## config.mk

```make
export PLATFORM = sky130hd
export DESIGN_NAME = noc_axis_bridge
export DESIGN_NICKNAME = d
export VERILOG_FILES = /design/src/verilog/bridge_flit_pkg.sv /design/src/verilog/bridge_link_pkg.sv /design/src/verilog/credit_channel.sv /design/src/verilog/link_rx.sv /design/src/verilog/link_tx.sv /design/src/verilog/noc_axis_bridge.sv /design/src/verilog/stream_queue.sv
export VERILOG_INCLUDE_DIRS = /design/src /design/src/verilog
export SDC_FILE = /design/constraint.sdc
export NUM_CORES = 1
export LEC_CHECK = 0
export BUFFER_PORTS_ARGS = -buffer_cell sky130_fd_sc_hd__buf_4
export CORE_ASPECT_RATIO = 1.4
export CORE_UTILIZATION = 50
export CTS_BUF_LIST = sky130_fd_sc_hd__clkbuf_4 sky130_fd_sc_hd__clkbuf_8 sky130_fd_sc_hd__clkbuf_16
export CTS_CLUSTER_SIZE = 28
export DETAILED_ROUTE_END_ITERATION = 8
export PLACE_DENSITY = 0.72
export RECOVER_POWER = 50
export SLEW_MARGIN = 20
export SYNTH_ARGS = -nofsm -noshare
export SYNTH_HDL_FRONTEND = slang
export SYNTH_SLANG_ARGS = --single-unit
```

## constraint.sdc

```tcl
create_clock -name clk_i -period 6.3 [get_ports clk_i]
set_input_delay 1.26 -clock clk_i [delete_from_list [all_inputs] [get_ports clk_i]]
set_output_delay 1.26 -clock clk_i [all_outputs]
set_load 0.005 [all_outputs]
```

## src/verilog/bridge_defs.svh

```systemverilog
// widths and credit counts are shared by both link ends; WIDE_W must be at least NARROW_W
`ifndef BRIDGE_DEFS_SVH
`define BRIDGE_DEFS_SVH

////////////////////////////////////////////////////////////////////////////
// payload widths
////////////////////////////////////////////////////////////////////////////

`define NARROW_W 32
`define WIDE_W 64

////////////////////////////////////////////////////////////////////////////
// credit flow control
////////////////////////////////////////////////////////////////////////////

// credit field on the stream user bits, holds counts up to 15
`define CRED_W 4
// initial send credits, also the depth of the inbound queue
`define NUM_CRED_NARROW 4
`define NUM_CRED_WIDE 4
// owed credits that trigger a credit-only word
`define FORCE_SEND_THRESH 2

`endif

```

## src/verilog/bridge_flit_pkg.sv

```systemverilog
// flit payload and credit types; widths come from bridge_defs.svh on the include path
`include "bridge_defs.svh"

package bridge_flit_pkg;

  // narrow flit payload
  typedef logic [`NARROW_W-1:0] narrow_data_t;

  // wide flit payload, also the payload part of a stream word
  typedef logic [`WIDE_W-1:0] wide_data_t;

  // credit count, both for send credits and owed credits
  typedef logic [`CRED_W-1:0] credit_t;

endpackage

```

## src/verilog/bridge_link_pkg.sv

```systemverilog
// stream word layout: tdata is {payload, data header}, tuser is {validity, credit header, credits}
`include "bridge_defs.svh"

package bridge_link_pkg;

  // channel header, used for both the data and the credit header
  typedef enum logic {
    CHAN_NARROW = 1'b0,
    CHAN_WIDE   = 1'b1
  } chan_e;

  // tdata: zero-extended payload followed by the data header bit
  typedef logic [`WIDE_W:0] link_data_t;

  // tuser: validity bit, credit header bit, returned credits
  typedef logic [`CRED_W+1:0] link_user_t;

  // narrow over wide arbitration
  typedef enum logic {
    SEL_NARROW,
    SEL_WIDE
  } sel_state_e;

endpackage

```

## src/verilog/credit_channel.sv

```systemverilog
// one per virtual channel; the peer must never return more credits than NUM_CRED in flight
`timescale 1ns/100ps
`include "bridge_defs.svh"

module credit_channel
  import bridge_flit_pkg::*;
#(
  parameter int NUM_CRED = 4
) (
  input  logic    clk_i,
  input  logic    rst_n_i,
  // local flit waiting to go out
  input  logic    flit_valid_i,
  input  logic    sent_i,
  // credits returned by the far side
  input  logic    cred_in_valid_i,
  input  credit_t cred_in_i,
  // local flit delivered to the NoC, frees one slot of the inbound queue
  input  logic    flit_taken_i,
  input  logic    owed_sent_i,
  output logic    send_valid_o,
  output credit_t owed_o,
  output logic    force_send_o
);

  credit_t credit_q;
  credit_t credit_d;
  credit_t owed_q;
  credit_t owed_d;

  ////////////////////////////////////////////////////////////////////////////
  // send credits
  ////////////////////////////////////////////////////////////////////////////

  // a flit is only offered while the far queue has room
  assign send_valid_o = flit_valid_i && (credit_q != '0);

  always_comb begin
    credit_d = credit_q - credit_t'(sent_i);
    if (cred_in_valid_i) begin
      credit_d = credit_d + cred_in_i;
    end
  end

  always_ff @(posedge clk_i or negedge rst_n_i) begin
    if (!rst_n_i) begin
      credit_q <= credit_t'(NUM_CRED);
    end else begin
      credit_q <= credit_d;
    end
  end

  ////////////////////////////////////////////////////////////////////////////
  // owed credits
  ////////////////////////////////////////////////////////////////////////////

  // the count carried by the outgoing word is dropped, a new take still counts
  always_comb begin
    if (owed_sent_i) begin
      owed_d = credit_t'(flit_taken_i);
    end else begin
      owed_d = owed_q + credit_t'(flit_taken_i);
    end
  end

  always_ff @(posedge clk_i or negedge rst_n_i) begin
    if (!rst_n_i) begin
      owed_q <= '0;
    end else begin
      owed_q <= owed_d;
    end
  end

  assign owed_o       = owed_q;
  assign force_send_o = (owed_q >= credit_t'(`FORCE_SEND_THRESH));

  // an underflow wraps to a count above NUM_CRED as well
  property credit_in_range_p;
    @(posedge clk_i) disable iff (!rst_n_i)
      credit_q <= credit_t'(NUM_CRED);
  endproperty
  credit_in_range_a: assert property (credit_in_range_p);

endmodule

```

## src/verilog/link_rx.sv

```systemverilog
// the peer may only send data words for channels it holds credits for, otherwise tready drops
`timescale 1ns/100ps
`include "bridge_defs.svh"

module link_rx
  import bridge_flit_pkg::*;
  import bridge_link_pkg::*;
(
  input  logic         clk_i,
  input  logic         rst_n_i,
  input  logic         axis_in_tvalid_i,
  input  link_data_t   axis_in_tdata_i,
  input  link_user_t   axis_in_tuser_i,
  output logic         axis_in_tready_o,
  output logic         narrow_valid_o,
  output narrow_data_t narrow_data_o,
  input  logic         narrow_ready_i,
  output logic         wide_valid_o,
  output wide_data_t   wide_data_o,
  input  logic         wide_ready_i,
  output logic         narrow_cred_valid_o,
  output logic         wide_cred_valid_o,
  output credit_t      cred_o
);

  wide_data_t payload;
  chan_e      data_hdr;
  chan_e      cred_hdr;
  logic       data_valid;
  logic       narrow_push;
  logic       wide_push;
  logic       narrow_q_ready;
  logic       wide_q_ready;

  // unpack
  assign payload    = axis_in_tdata_i[`WIDE_W:1];
  assign data_hdr   = chan_e'(axis_in_tdata_i[0]);
  assign data_valid = axis_in_tuser_i[`CRED_W+1];
  assign cred_hdr   = chan_e'(axis_in_tuser_i[`CRED_W]);
  assign cred_o     = axis_in_tuser_i[`CRED_W-1:0];

  // route data words by header
  assign narrow_push = axis_in_tvalid_i && data_valid && (data_hdr == CHAN_NARROW);
  assign wide_push   = axis_in_tvalid_i && data_valid && (data_hdr == CHAN_WIDE);

  // credit-only words never wait
  assign axis_in_tready_o = (narrow_push && narrow_q_ready) || (wide_push && wide_q_ready)
                         || (axis_in_tvalid_i && !data_valid);

  assign narrow_cred_valid_o = axis_in_tvalid_i && axis_in_tready_o && (cred_hdr == CHAN_NARROW);
  assign wide_cred_valid_o   = axis_in_tvalid_i && axis_in_tready_o && (cred_hdr == CHAN_WIDE);

  stream_queue #(
    .DEPTH (`NUM_CRED_NARROW),
    .WIDTH (`NARROW_W)
  ) narrow_q (
    .clk_i   (clk_i),
    .rst_n_i (rst_n_i),
    .valid_i (narrow_push),
    .data_i  (payload[`NARROW_W-1:0]),
    .ready_o (narrow_q_ready),
    .valid_o (narrow_valid_o),
    .data_o  (narrow_data_o),
    .ready_i (narrow_ready_i)
  );

  stream_queue #(
    .DEPTH (`NUM_CRED_WIDE),
    .WIDTH (`WIDE_W)
  ) wide_q (
    .clk_i   (clk_i),
    .rst_n_i (rst_n_i),
    .valid_i (wide_push),
    .data_i  (payload),
    .ready_o (wide_q_ready),
    .valid_o (wide_valid_o),
    .data_o  (wide_data_o),
    .ready_i (wide_ready_i)
  );

  // holds as long as the far credit counters mirror these queue depths
  axis_in_accept_a: assert property (@(posedge clk_i) disable iff (!rst_n_i)
    axis_in_tvalid_i |-> axis_in_tready_o);

endmodule

```

## src/verilog/link_tx.sv

```systemverilog
// narrow has priority over wide; the returned credit channel is the one owed more, narrow on a tie
`timescale 1ns/100ps

module link_tx
  import bridge_flit_pkg::*;
  import bridge_link_pkg::*;
(
  input  logic         clk_i,
  input  logic         rst_n_i,
  input  logic         narrow_valid_i,
  input  narrow_data_t narrow_data_i,
  input  logic         wide_valid_i,
  input  wide_data_t   wide_data_i,
  input  credit_t      narrow_owed_i,
  input  credit_t      wide_owed_i,
  input  logic         narrow_force_i,
  input  logic         wide_force_i,
  output logic         narrow_sent_o,
  output logic         wide_sent_o,
  output logic         narrow_owed_sent_o,
  output logic         wide_owed_sent_o,
  output logic         axis_out_tvalid_o,
  output link_data_t   axis_out_tdata_o,
  output link_user_t   axis_out_tuser_o,
  input  logic         axis_out_tready_i
);

  localparam int Q_W = $bits(link_data_t) + $bits(link_user_t);

  sel_state_e sel_q;
  sel_state_e sel_d;
  chan_e      cred_hdr;
  credit_t    cred_val;
  logic       cand_valid;
  logic       cred_only;
  logic       q_valid;
  logic       q_ready;
  logic       push;
  link_data_t word_data;
  link_user_t word_user;
  logic [Q_W-1:0] q_data_out;

  ////////////////////////////////////////////////////////////////////////////
  // credit channel and channel arbitration
  ////////////////////////////////////////////////////////////////////////////

  assign cred_hdr = (wide_owed_i > narrow_owed_i) ? CHAN_WIDE : CHAN_NARROW;
  assign cred_val = (cred_hdr == CHAN_WIDE) ? wide_owed_i : narrow_owed_i;

  always_comb begin
    sel_d      = sel_q;
    cand_valid = 1'b0;
    word_data  = '0;
    case (sel_q)
      SEL_NARROW: begin
        cand_valid = narrow_valid_i;
        word_data  = {wide_data_t'(narrow_data_i), CHAN_NARROW};
        if (wide_valid_i && !narrow_valid_i) begin
          sel_d = SEL_WIDE;
        end
      end
      default: begin
        cand_valid = wide_valid_i;
        word_data  = {wide_data_i, CHAN_WIDE};
        // hand back once wide is idle or its word just went in
        if ((!wide_valid_i || q_ready) && narrow_valid_i) begin
          sel_d = SEL_NARROW;
        end
      end
    endcase
  end

  always_ff @(posedge clk_i or negedge rst_n_i) begin
    if (!rst_n_i) begin
      sel_q <= SEL_NARROW;
    end else begin
      sel_q <= sel_d;
    end
  end

  // credit-only word when no data waits and too much is owed
  assign cred_only = !narrow_valid_i && !wide_valid_i && (narrow_force_i || wide_force_i);
  assign q_valid   = cand_valid || cred_only;
  assign push      = q_valid && q_ready;
  assign word_user = {cand_valid, cred_hdr, cred_val};

  assign narrow_sent_o      = push && cand_valid && (sel_q == SEL_NARROW);
  assign wide_sent_o        = push && cand_valid && (sel_q == SEL_WIDE);
  assign narrow_owed_sent_o = push && (cred_hdr == CHAN_NARROW);
  assign wide_owed_sent_o   = push && (cred_hdr == CHAN_WIDE);

  ////////////////////////////////////////////////////////////////////////////
  // output queue
  ////////////////////////////////////////////////////////////////////////////

  stream_queue #(
    .DEPTH (2),
    .WIDTH (Q_W)
  ) out_q (
    .clk_i   (clk_i),
    .rst_n_i (rst_n_i),
    .valid_i (q_valid),
    .data_i  ({word_data, word_user}),
    .ready_o (q_ready),
    .valid_o (axis_out_tvalid_o),
    .data_o  (q_data_out),
    .ready_i (axis_out_tready_i)
  );

  assign {axis_out_tdata_o, axis_out_tuser_o} = q_data_out;

  axis_out_stable_a: assert property (@(posedge clk_i) disable iff (!rst_n_i)
    axis_out_tvalid_o && !axis_out_tready_i |=> axis_out_tvalid_o
      && $stable(axis_out_tdata_o) && $stable(axis_out_tuser_o));

endmodule

```

## src/verilog/noc_axis_bridge.sv

```systemverilog
// both link ends must use the same bridge_defs.svh so credit counts match the queue depths
`timescale 1ns/100ps
`include "bridge_defs.svh"

module noc_axis_bridge
  import bridge_flit_pkg::*;
  import bridge_link_pkg::*;
(
  input  logic         clk_i,
  input  logic         rst_n_i,
  // NoC flits into the bridge
  input  logic         narrow_valid_i,
  input  narrow_data_t narrow_data_i,
  output logic         narrow_ready_o,
  input  logic         wide_valid_i,
  input  wide_data_t   wide_data_i,
  output logic         wide_ready_o,
  // NoC flits out of the bridge
  output logic         narrow_valid_o,
  output narrow_data_t narrow_data_o,
  input  logic         narrow_ready_i,
  output logic         wide_valid_o,
  output wide_data_t   wide_data_o,
  input  logic         wide_ready_i,
  // outbound stream
  output logic         axis_out_tvalid_o,
  output link_data_t   axis_out_tdata_o,
  output link_user_t   axis_out_tuser_o,
  input  logic         axis_out_tready_i,
  // inbound stream
  input  logic         axis_in_tvalid_i,
  input  link_data_t   axis_in_tdata_i,
  input  link_user_t   axis_in_tuser_i,
  output logic         axis_in_tready_o
);

  logic    narrow_send_valid;
  logic    wide_send_valid;
  credit_t narrow_owed;
  credit_t wide_owed;
  logic    narrow_force;
  logic    wide_force;
  logic    narrow_owed_sent;
  logic    wide_owed_sent;
  logic    narrow_cred_valid;
  logic    wide_cred_valid;
  credit_t cred_in;
  logic    narrow_taken;
  logic    wide_taken;

  assign narrow_taken = narrow_valid_o && narrow_ready_i;
  assign wide_taken   = wide_valid_o && wide_ready_i;

  credit_channel #(.NUM_CRED(`NUM_CRED_NARROW)) narrow_cc (
    .clk_i (clk_i), .rst_n_i (rst_n_i),
    .flit_valid_i (narrow_valid_i), .sent_i (narrow_ready_o),
    .cred_in_valid_i (narrow_cred_valid), .cred_in_i (cred_in),
    .flit_taken_i (narrow_taken), .owed_sent_i (narrow_owed_sent),
    .send_valid_o (narrow_send_valid), .owed_o (narrow_owed), .force_send_o (narrow_force)
  );

  credit_channel #(.NUM_CRED(`NUM_CRED_WIDE)) wide_cc (
    .clk_i (clk_i), .rst_n_i (rst_n_i),
    .flit_valid_i (wide_valid_i), .sent_i (wide_ready_o),
    .cred_in_valid_i (wide_cred_valid), .cred_in_i (cred_in),
    .flit_taken_i (wide_taken), .owed_sent_i (wide_owed_sent),
    .send_valid_o (wide_send_valid), .owed_o (wide_owed), .force_send_o (wide_force)
  );

  link_tx tx (
    .clk_i (clk_i), .rst_n_i (rst_n_i),
    .narrow_valid_i (narrow_send_valid), .narrow_data_i (narrow_data_i),
    .wide_valid_i (wide_send_valid), .wide_data_i (wide_data_i),
    .narrow_owed_i (narrow_owed), .wide_owed_i (wide_owed),
    .narrow_force_i (narrow_force), .wide_force_i (wide_force),
    .narrow_sent_o (narrow_ready_o), .wide_sent_o (wide_ready_o),
    .narrow_owed_sent_o (narrow_owed_sent), .wide_owed_sent_o (wide_owed_sent),
    .axis_out_tvalid_o (axis_out_tvalid_o), .axis_out_tdata_o (axis_out_tdata_o),
    .axis_out_tuser_o (axis_out_tuser_o), .axis_out_tready_i (axis_out_tready_i)
  );

  link_rx rx (
    .clk_i (clk_i), .rst_n_i (rst_n_i),
    .axis_in_tvalid_i (axis_in_tvalid_i), .axis_in_tdata_i (axis_in_tdata_i),
    .axis_in_tuser_i (axis_in_tuser_i), .axis_in_tready_o (axis_in_tready_o),
    .narrow_valid_o (narrow_valid_o), .narrow_data_o (narrow_data_o),
    .narrow_ready_i (narrow_ready_i),
    .wide_valid_o (wide_valid_o), .wide_data_o (wide_data_o), .wide_ready_i (wide_ready_i),
    .narrow_cred_valid_o (narrow_cred_valid), .wide_cred_valid_o (wide_cred_valid),
    .cred_o (cred_in)
  );

endmodule

```

## src/verilog/stream_queue.sv

```systemverilog
// valid/ready FIFO, no push while full, no bypass so data_o is always registered
`timescale 1ns/100ps

module stream_queue #(
  parameter int DEPTH = 2,
  parameter int WIDTH = 8
) (
  input  logic             clk_i,
  input  logic             rst_n_i,
  input  logic             valid_i,
  input  logic [WIDTH-1:0] data_i,
  output logic             ready_o,
  output logic             valid_o,
  output logic [WIDTH-1:0] data_o,
  input  logic             ready_i
);

  localparam int PTR_W = (DEPTH > 1) ? $clog2(DEPTH) : 1;
  localparam int CNT_W = $clog2(DEPTH + 1);

  logic [WIDTH-1:0] mem_q [DEPTH];
  logic [PTR_W-1:0] wr_ptr_q;
  logic [PTR_W-1:0] rd_ptr_q;
  logic [CNT_W-1:0] cnt_q;
  logic             full;
  logic             empty;
  logic             push;
  logic             pop;

  assign full    = (cnt_q == CNT_W'(DEPTH));
  assign empty   = (cnt_q == '0);
  assign ready_o = !full;
  assign valid_o = !empty;
  assign data_o  = mem_q[rd_ptr_q];
  assign push    = valid_i && ready_o;
  assign pop     = valid_o && ready_i;

  always_ff @(posedge clk_i or negedge rst_n_i) begin
    if (!rst_n_i) begin
      wr_ptr_q <= '0;
      rd_ptr_q <= '0;
      cnt_q    <= '0;
    end else begin
      if (push) begin
        wr_ptr_q <= (wr_ptr_q == PTR_W'(DEPTH - 1)) ? '0 : wr_ptr_q + 1'b1;
      end
      if (pop) begin
        rd_ptr_q <= (rd_ptr_q == PTR_W'(DEPTH - 1)) ? '0 : rd_ptr_q + 1'b1;
      end
      if (push && !pop) begin
        cnt_q <= cnt_q + 1'b1;
      end else if (pop && !push) begin
        cnt_q <= cnt_q - 1'b1;
      end
    end
  end

  // storage
  always_ff @(posedge clk_i) begin
    if (push) begin
      mem_q[wr_ptr_q] <= data_i;
    end
  end

  // a push always lands in a free slot, never on the unread head
  push_not_full_a: assert property (@(posedge clk_i) disable iff (!rst_n_i)
    push |-> (wr_ptr_q != rd_ptr_q) || (cnt_q == '0));

endmodule
```

## Word level (Yosys, flattened, before mapping)

Memory sizes are Yosys's and may differ from the RTL's.
Index checks and enable logic that the tools add are counted.

| storage, ports and cells | value |
|---|---|
| register bits | 35 |
| memory bits (writable) | 526 |
| memories kept | 3 |

| cells by class | value |
|---|---|
| reductions and logical operators | 58 |
| bitwise logic cells | 4 |
| equality and inequality tests | 7 |
| mux-type cells | 29 |
| magnitude comparators | 3 |
| add/subtract/negate cells | 18 |

Memories:

| name | words | bits a word | rd ports | clocked after Yosys merged registers in | write ports | RTL line | source |
|---|---|---|---|---|---|---|---|
| rx.wide_q.mem_q | 4 | 64 | 1 | 0 | 1 | stream_queue.sv:21 | `logic [WIDTH-1:0] mem_q [DEPTH];` |
| tx.out_q.mem_q | 2 | 71 | 1 | 0 | 1 | stream_queue.sv:21 |  |
| rx.narrow_q.mem_q | 4 | 32 | 1 | 0 | 1 | stream_queue.sv:21 |  |

Operators by type and width:

| cell | count |
|---|---|
| 2-to-1 mux 65 bit | 1 |
| logical AND 1 bit | 30 |
| 2-to-1 mux 4 bit | 5 |
| logical NOT 1 bit | 15 |
| 2-to-1 mux 1 bit | 13 |
| 2-to-1 mux 2 bit | 6 |
| 2-to-1 mux 3 bit | 4 |
| adder 2 x 1 -> 2 bit, second input constant | 5 |
| equality test 2 bit, second input constant | 5 |
| adder 4 x 1 -> 4 bit | 2 |
| adder 4 bit | 2 |
| >= comparator 4 x 2 -> 1 bit, second input constant | 2 |
| nonzero test 4 bit | 2 |
| subtractor 4 x 1 -> 4 bit | 2 |
| adder 3 x 1 -> 3 bit, second input constant | 2 |
| equality test 3 bit, second input constant | 2 |
| logical NOT 3 bit | 2 |
| nonzero test 2 bit | 3 |
| subtractor 3 x 1 -> 3 bit, second input constant | 2 |
| logical OR 1 bit | 5 |
| > comparator 4 bit | 1 |
| NOT 1 bit | 4 |
| adder 1 bit, second input constant | 2 |
| logical NOT 2 bit | 1 |
| subtractor 2 x 1 -> 2 bit, second input constant | 1 |

## Logic depth before layout (Yosys ltp)

| logic depth | value |
|---|---|
| depth in word-level cells | 12 |
| gate-level depth with buffers | 11 |
| gate-level depth less buffers | 10 |

## Hierarchy

A second synthesis with hierarchy kept.

| second synthesis, totals | value |
|---|---|
| cells, all modules | 1020 |
| area total of the unflattened synthesis | 22429.0 µm² |

By module, submodules not included:

| module | area an instance (µm²) | cells each | instances |
|---|---|---|---|
| stream_queue (rx.wide_q) | 9651.8 | 370 | 1 |
| stream_queue (tx.out_q) | 5667.9 | 239 | 1 |
| stream_queue (rx.narrow_q) | 5111.2 | 205 | 1 |
| link_tx | 884.6 | 104 | 1 |
| credit_channel (wide_cc) | 510.5 | 43 | 1 |
| credit_channel (narrow_cc) | 508.0 | 44 | 1 |
| link_rx | 82.6 | 13 | 1 |
| noc_axis_bridge | 12.5 | 2 | 1 |

## Least setup slack after synthesis

No wires, ideal clock.

| timing path | value |
|---|---|
| kind | input-to-reg |
| start point | in narrow_valid_i |
| end point | mem tx.out_q.mem_q[0][0] in the netlist's numbering, enable pin |
| required time | 5712 ps |
| data arrival time | 6545 ps |
| stages on the path | 4 |
| path slack | -833 ps |
| cells stage by stage | o41a_1 -> a21oi_1 -> o32ai_2 -> nor3_1 |

| on the way | value |
|---|---|
| cells in the longest elaborated chain, start to end | 8 |

Ends and longest elaborated chain:

| element | RTL line | source |
|---|---|---|
| start, declared | noc_axis_bridge.sv:12 | `input logic narrow_valid_i,` |
| logical AND 1 bit * | credit_channel.sv:36 | `assign send_valid_o = flit_valid_i && (credit_q != '0);` |
| logical NOT 1 bit | link_tx.sv:82 | `assign cred_only = !narrow_valid_i && !wide_valid_i && (narrow_force_i \|\| wide_force_i);` |
| logical AND 1 bit (2 in series) | link_tx.sv:82 |  |
| logical OR 1 bit * | link_tx.sv:83 | `assign q_valid = cand_valid \|\| cred_only;` |
| logical AND 1 bit * | stream_queue.sv:35 | `assign push = valid_i && ready_o;` |
| 2-to-1 mux 1 bit * | stream_queue.sv:60 | `if (push) begin` |
| 2-to-1 mux 1 bit (implied by the code) * | stream_queue.sv:61 | `mem_q[wr_ptr_q] <= data_i;` |
| end, declared | stream_queue.sv:21 |  |

Every way passes the cells marked *; elsewhere a longest branch is shown, timed or not.

## Worst setup path after layout

| timing path | value |
|---|---|
| start point | in narrow_valid_i |
| end point | mem tx.out_q.mem_q[0][15] in the netlist's numbering, enable pin |

Same word-level chain as after synthesis.

==> impl_summary.txt <==
----------------------------------------------------
[Floorplan]
  Initial cell density of the core ... about half
  Number of top-level pins ... around 350
  Die width ... 179 µm
  Core outline area ... about 43000 µm²
  Y dimension of the die ... 249 µm
  Die footprint ... about 44000 µm²
  Row count ... 90

[Flow run]
  Max-capacitance violation count ... 2

[Timing]
  Post-route minimum period ... approximately 4.8 ns
  Setup TNS Final ... 0 ns
  Transition time at the pin with the least slew margin ... 3.97 ns
  Max-slew violations ... between 100 and 150
  Upper clock frequency limit ... 207 MHz
  Hold slack ... around 0.5 ns
  Clock skew ... 0.0188 ns
  Final period utilization ... 76.7%
  Unrepaired setup endpoints after global routing ... no
  Min setup slack post-route ... 1.46 ns
  Final Hold Vio Count ... 0
  Headroom to the max-slew limit ... -165%
  Final setup fails ... 0

[Synth]
  Mean area per synthesized cell ... 21.3 µm²
  Number of library cell types mapped by synthesis ... 40
  Net Count, Synth ... about 1200
  Post-synthesis sequential element count ... 561
  Netlist area before placement ... 21800 µm²
  Fraction of synthesized cell area taken by the top area cell type ... 72.4%
  Area contributors post-synth ... edfxtp_1 72%, mux4_2 9.9%, mux2_2 5.7%, dfrtp_1 3.8%, ha_1 1.8%
  Sequential element share of the synthesized area ... 76.5%
  Area leader, netlist ... edfxtp_1
  Number of cells produced by synthesis ... 1025
  Total number of yosys warnings ... 0

[GRT]
  Number of global-route vias before repair ... roughly 11000
  First-pass GRT wire length ... 63100 µm
  Pin count of the biggest net entering global routing ... 75
  GR Util All Layers ... 19.1%
  Antenna violations before repair ... 4
  Global route total overflow ... 0

[Clock tree]
  Clock latency at the later pin of the worst-skew pair ... 0.59 ns
  Post-cts resize count ... 0
  Clock root buffer master ... clkbuf_16
  Hold Buf Count CTS ... 0
  Clock slew at reported path FFs ... about 0.060 ns
  CTS tree ... built
  Clock tree buffer depth ... 3
  Number of buffers inserted during clock tree synthesis ... roughly 50
  Number of buffers added for setup after CTS ... 0
  TritonCTS Sinks ... between 500 and 600
  Count of H-tree levels built during CTS ... 2

[Detailed routing]
  Wire length after detailed routing ... 42500 µm
  Antenna-violating nets left ... 0
  Number of remaining DRC errors ... 0
  Via Count ... 10742
  Via-to-Cell Ratio ... about 5.4
  Detailed-routing iteration count for the pre-antenna-repair pass ... 4
  DRT iter0 DRCs ... 560
  Average routed wire per standard cell ... 21.4 µm

[Setup path]
  Element type at the critical path end ... flop
  Crit path arrival time ... between 4 and 5 ns
  Data required, critical path ... 6.39 ns
  RR Startpoint ... narrow_cc.credit_q[1]$_DFF_PN0_
  Slowest stage cell, crit path ... clkbuf_1
  Series of cell instances along the critical path ... buf_4, o41a_1, a21oi_1, o32ai_1, nor3_4, clkbuf_1
  CP Launch Point ... narrow_valid_i
  Cells on worst reg2reg path ... 5
  Endpoint of the most critical register-to-register path ... tx.out_q.mem_q[0][15]$_DFFE_PP_
  Biggest cell delay along the critical path ... 2.79 ns
  Timing endpoint of the critical path ... tx.out_q.mem_q[0][15]$_DFFE_PP_
  Setup slack, reg-to-reg ... approximately 1.5 ns
  Highest fanout seen on the critical path ... 71
  Worst Setup Start Kind ... input port
  Type of the worst setup path ... in2reg

[Final layout]
  Number of inserted filler cells in the final layout ... ~3100
  Design Area, Final ... ~27000 µm²
  Final #Nets ... 1602
  Final core utilization ... 61.7%
  Fraction of final layout cells sized beyond drive strength 1 ... 39.7%
  Synthesis-to-layout area growth ... 21.8%

[Placement]
  Cell area after placement ... 25000 µm²
  Count of buffers inserted at the top-level ports ... 347
  Global placement routability congestion ... 0.744
  Detailed Place HPWL ... 26300 µm
  Placement Setup Slack ... 2.40 ns

[Status]
  Violated checks ... max-capacitance violations, max-slew violations
  Run status ... finished, violations left

[Power and ir drop]
  IR Drop Worst-Case VDD ... 284 µV
  Power Dens Cells ... 463 nW/µm²
  Leakage ... 9.34 nW

[Worst hold path]
  Path type of the worst min-delay path ... reg2reg

----------------------------------------------------
layout by cell type, fill, tap and decap left out, drive strengths merged, types with 3 or more instances in the layout:
master	instances
and3	3
nand3	3
o21ai	10
or3	3
nor2b	4
xor2	13
clkinvlp	4
inv	18
clkbuf	129
mux2	112
xnor2	14
dfrtp	33
nor2	18
ha	31
a21o	4
edfxtp	526
nand2	21
buf	286
mux4	96
nor3	5
clkinv	22
and2	40
bufinv	8
a21oi	9
fa	4
nand2b	3
stage by stage:
step | cells | total power [mW]
floorplan | 1025 | 7.49
finish | 1989 | 12.3
CTS | 1987 | 12.5
detailed placement | 1891 | 9.25
global placement | 1891 | 9.17
global route | 1989 | 12.9
power by group:
group	internal (mW)	total, mW	leakage (nW)	switching [mW]
Combinational	1.99	3.65	3.23	1.66
Sequential	4.98	5.41	5.24	0.426
Clock	1.90	3.23	0.876	1.33
Total	8.86	12.3	9.34	3.42
state kept, by name, indices dropped and copies added, names as in the netlist:
signal,cells
rx.wide_q.cnt_q,3
wide_cc.credit_q,4
rx.wide_q.wr_ptr_q,2
tx.sel_q,1
tx.out_q.mem_q,142
rx.narrow_q.mem_q,128
wide_cc.owed_o,4
narrow_cc.owed_o,4
rx.wide_q.mem_q,256
rx.wide_q.rd_ptr_q,2
tx.out_q.cnt_q,2
rx.narrow_q.wr_ptr_q,2
narrow_cc.credit_q,4
rx.narrow_q.cnt_q,3
rx.narrow_q.rd_ptr_q,2
tx.out_q.rd_ptr_q,1
tx.out_q.wr_ptr_q,1
per-layer routing:
| layer | vias to the layer above | wire length, µm | part of all wire, % | GRT usage (%) |
|---|---|---|---|---|
| met5 | - | 25 | 0.059 | 0 |
| met4 | 4 | 1050 | 2.5 | 5.96 |
| met3 | 70 | 3860 | 9.1 | 6.36 |
| met2 | 349 | 21700 | 51 | 33.2 |
| met1 | 5471 | 15800 | 37 | 21.9 |
| li1 | 4848 | - | - | - |
synthesized netlist by cell type, drive strengths merged:
cell and count:
ha 31, or2 1, o32ai 1, o211ai 1, a21oi 9, buf 14, o21ai 10, and4 1
o32a 1, mux4 96, nor3 5, a211oi 1, o41a 2, and2b 1, and2 40, o41ai 2
a21o 4, dfstp 2, nor2b 4, nor2 18, xor2 13, nand2 21, inv 17, o31a 1
clkbuf 26, nand3 3, mux2 112, o31ai 1, nand2b 3, or3 3, xnor2 14, fa 4
dfrtp 33, edfxtp 526, nor4 1, and3 3
worst max-delay path: cells and delay by family:
kind,cells,cell delay (ns)
buf+inv,2,2.91
compound gates,3,0.53
simple gates,1,0.15
area by class of cell:
| type | count | area [µm²] | area share (%) |
|---|---|---|---|
| flip-flops and latches | 561 | 16700 | 62.8 |
| multi-input cells | 407 | 4920 | 18.5 |
| repair buffers | 354 | 2400 | 9.05 |
| clock buffers | 61 | 1370 | 5.15 |
| well taps | 552 | 691 | 2.60 |
| clock inverters | 35 | 424 | 1.60 |
| inverters | 17 | 63.8 | 0.240 |
| diodes | 2 | 5.00 | 0.0188 |
cells by family after synthesis:
kind of cell / share of synthesized area, %
flops: 76.4
mux: 15.7
simple gates: 2.55
fa+ha+maj: 2.15
buf+inv: 1.03
compound gates: 1.02
xor+xnor: 1.08
how the worst min path moves through the flow:
stage | cells after the start | slack (ns) | to | from
floorplan | 0 | 0.44 | tx.out_q.mem_q[0][6]$_DFFE_PP_ | tx.sel_q$_DFF_PN0_
global placement | 1 | 0.49 | tx.out_q.cnt_q[1]$_DFFE_PN0P_ | tx.out_q.cnt_q[1]$_DFFE_PN0P_
detailed placement | 1 | 0.50 | rx.wide_q.cnt_q[2]$_DFFE_PN0P_ | rx.wide_q.cnt_q[2]$_DFFE_PN0P_
CTS | 1 | 0.51 | rx.wide_q.cnt_q[2]$_DFFE_PN0P_ | rx.wide_q.cnt_q[2]$_DFFE_PN0P_
global route | 1 | 0.53 | rx.wide_q.cnt_q[2]$_DFFE_PN0P_ | rx.wide_q.cnt_q[2]$_DFFE_PN0P_
finish | 1 | 0.50 | rx.wide_q.cnt_q[2]$_DFFE_PN0P_ | rx.wide_q.cnt_q[2]$_DFFE_PN0P_
Note: power is estimated with default switching activity, not from simulation.
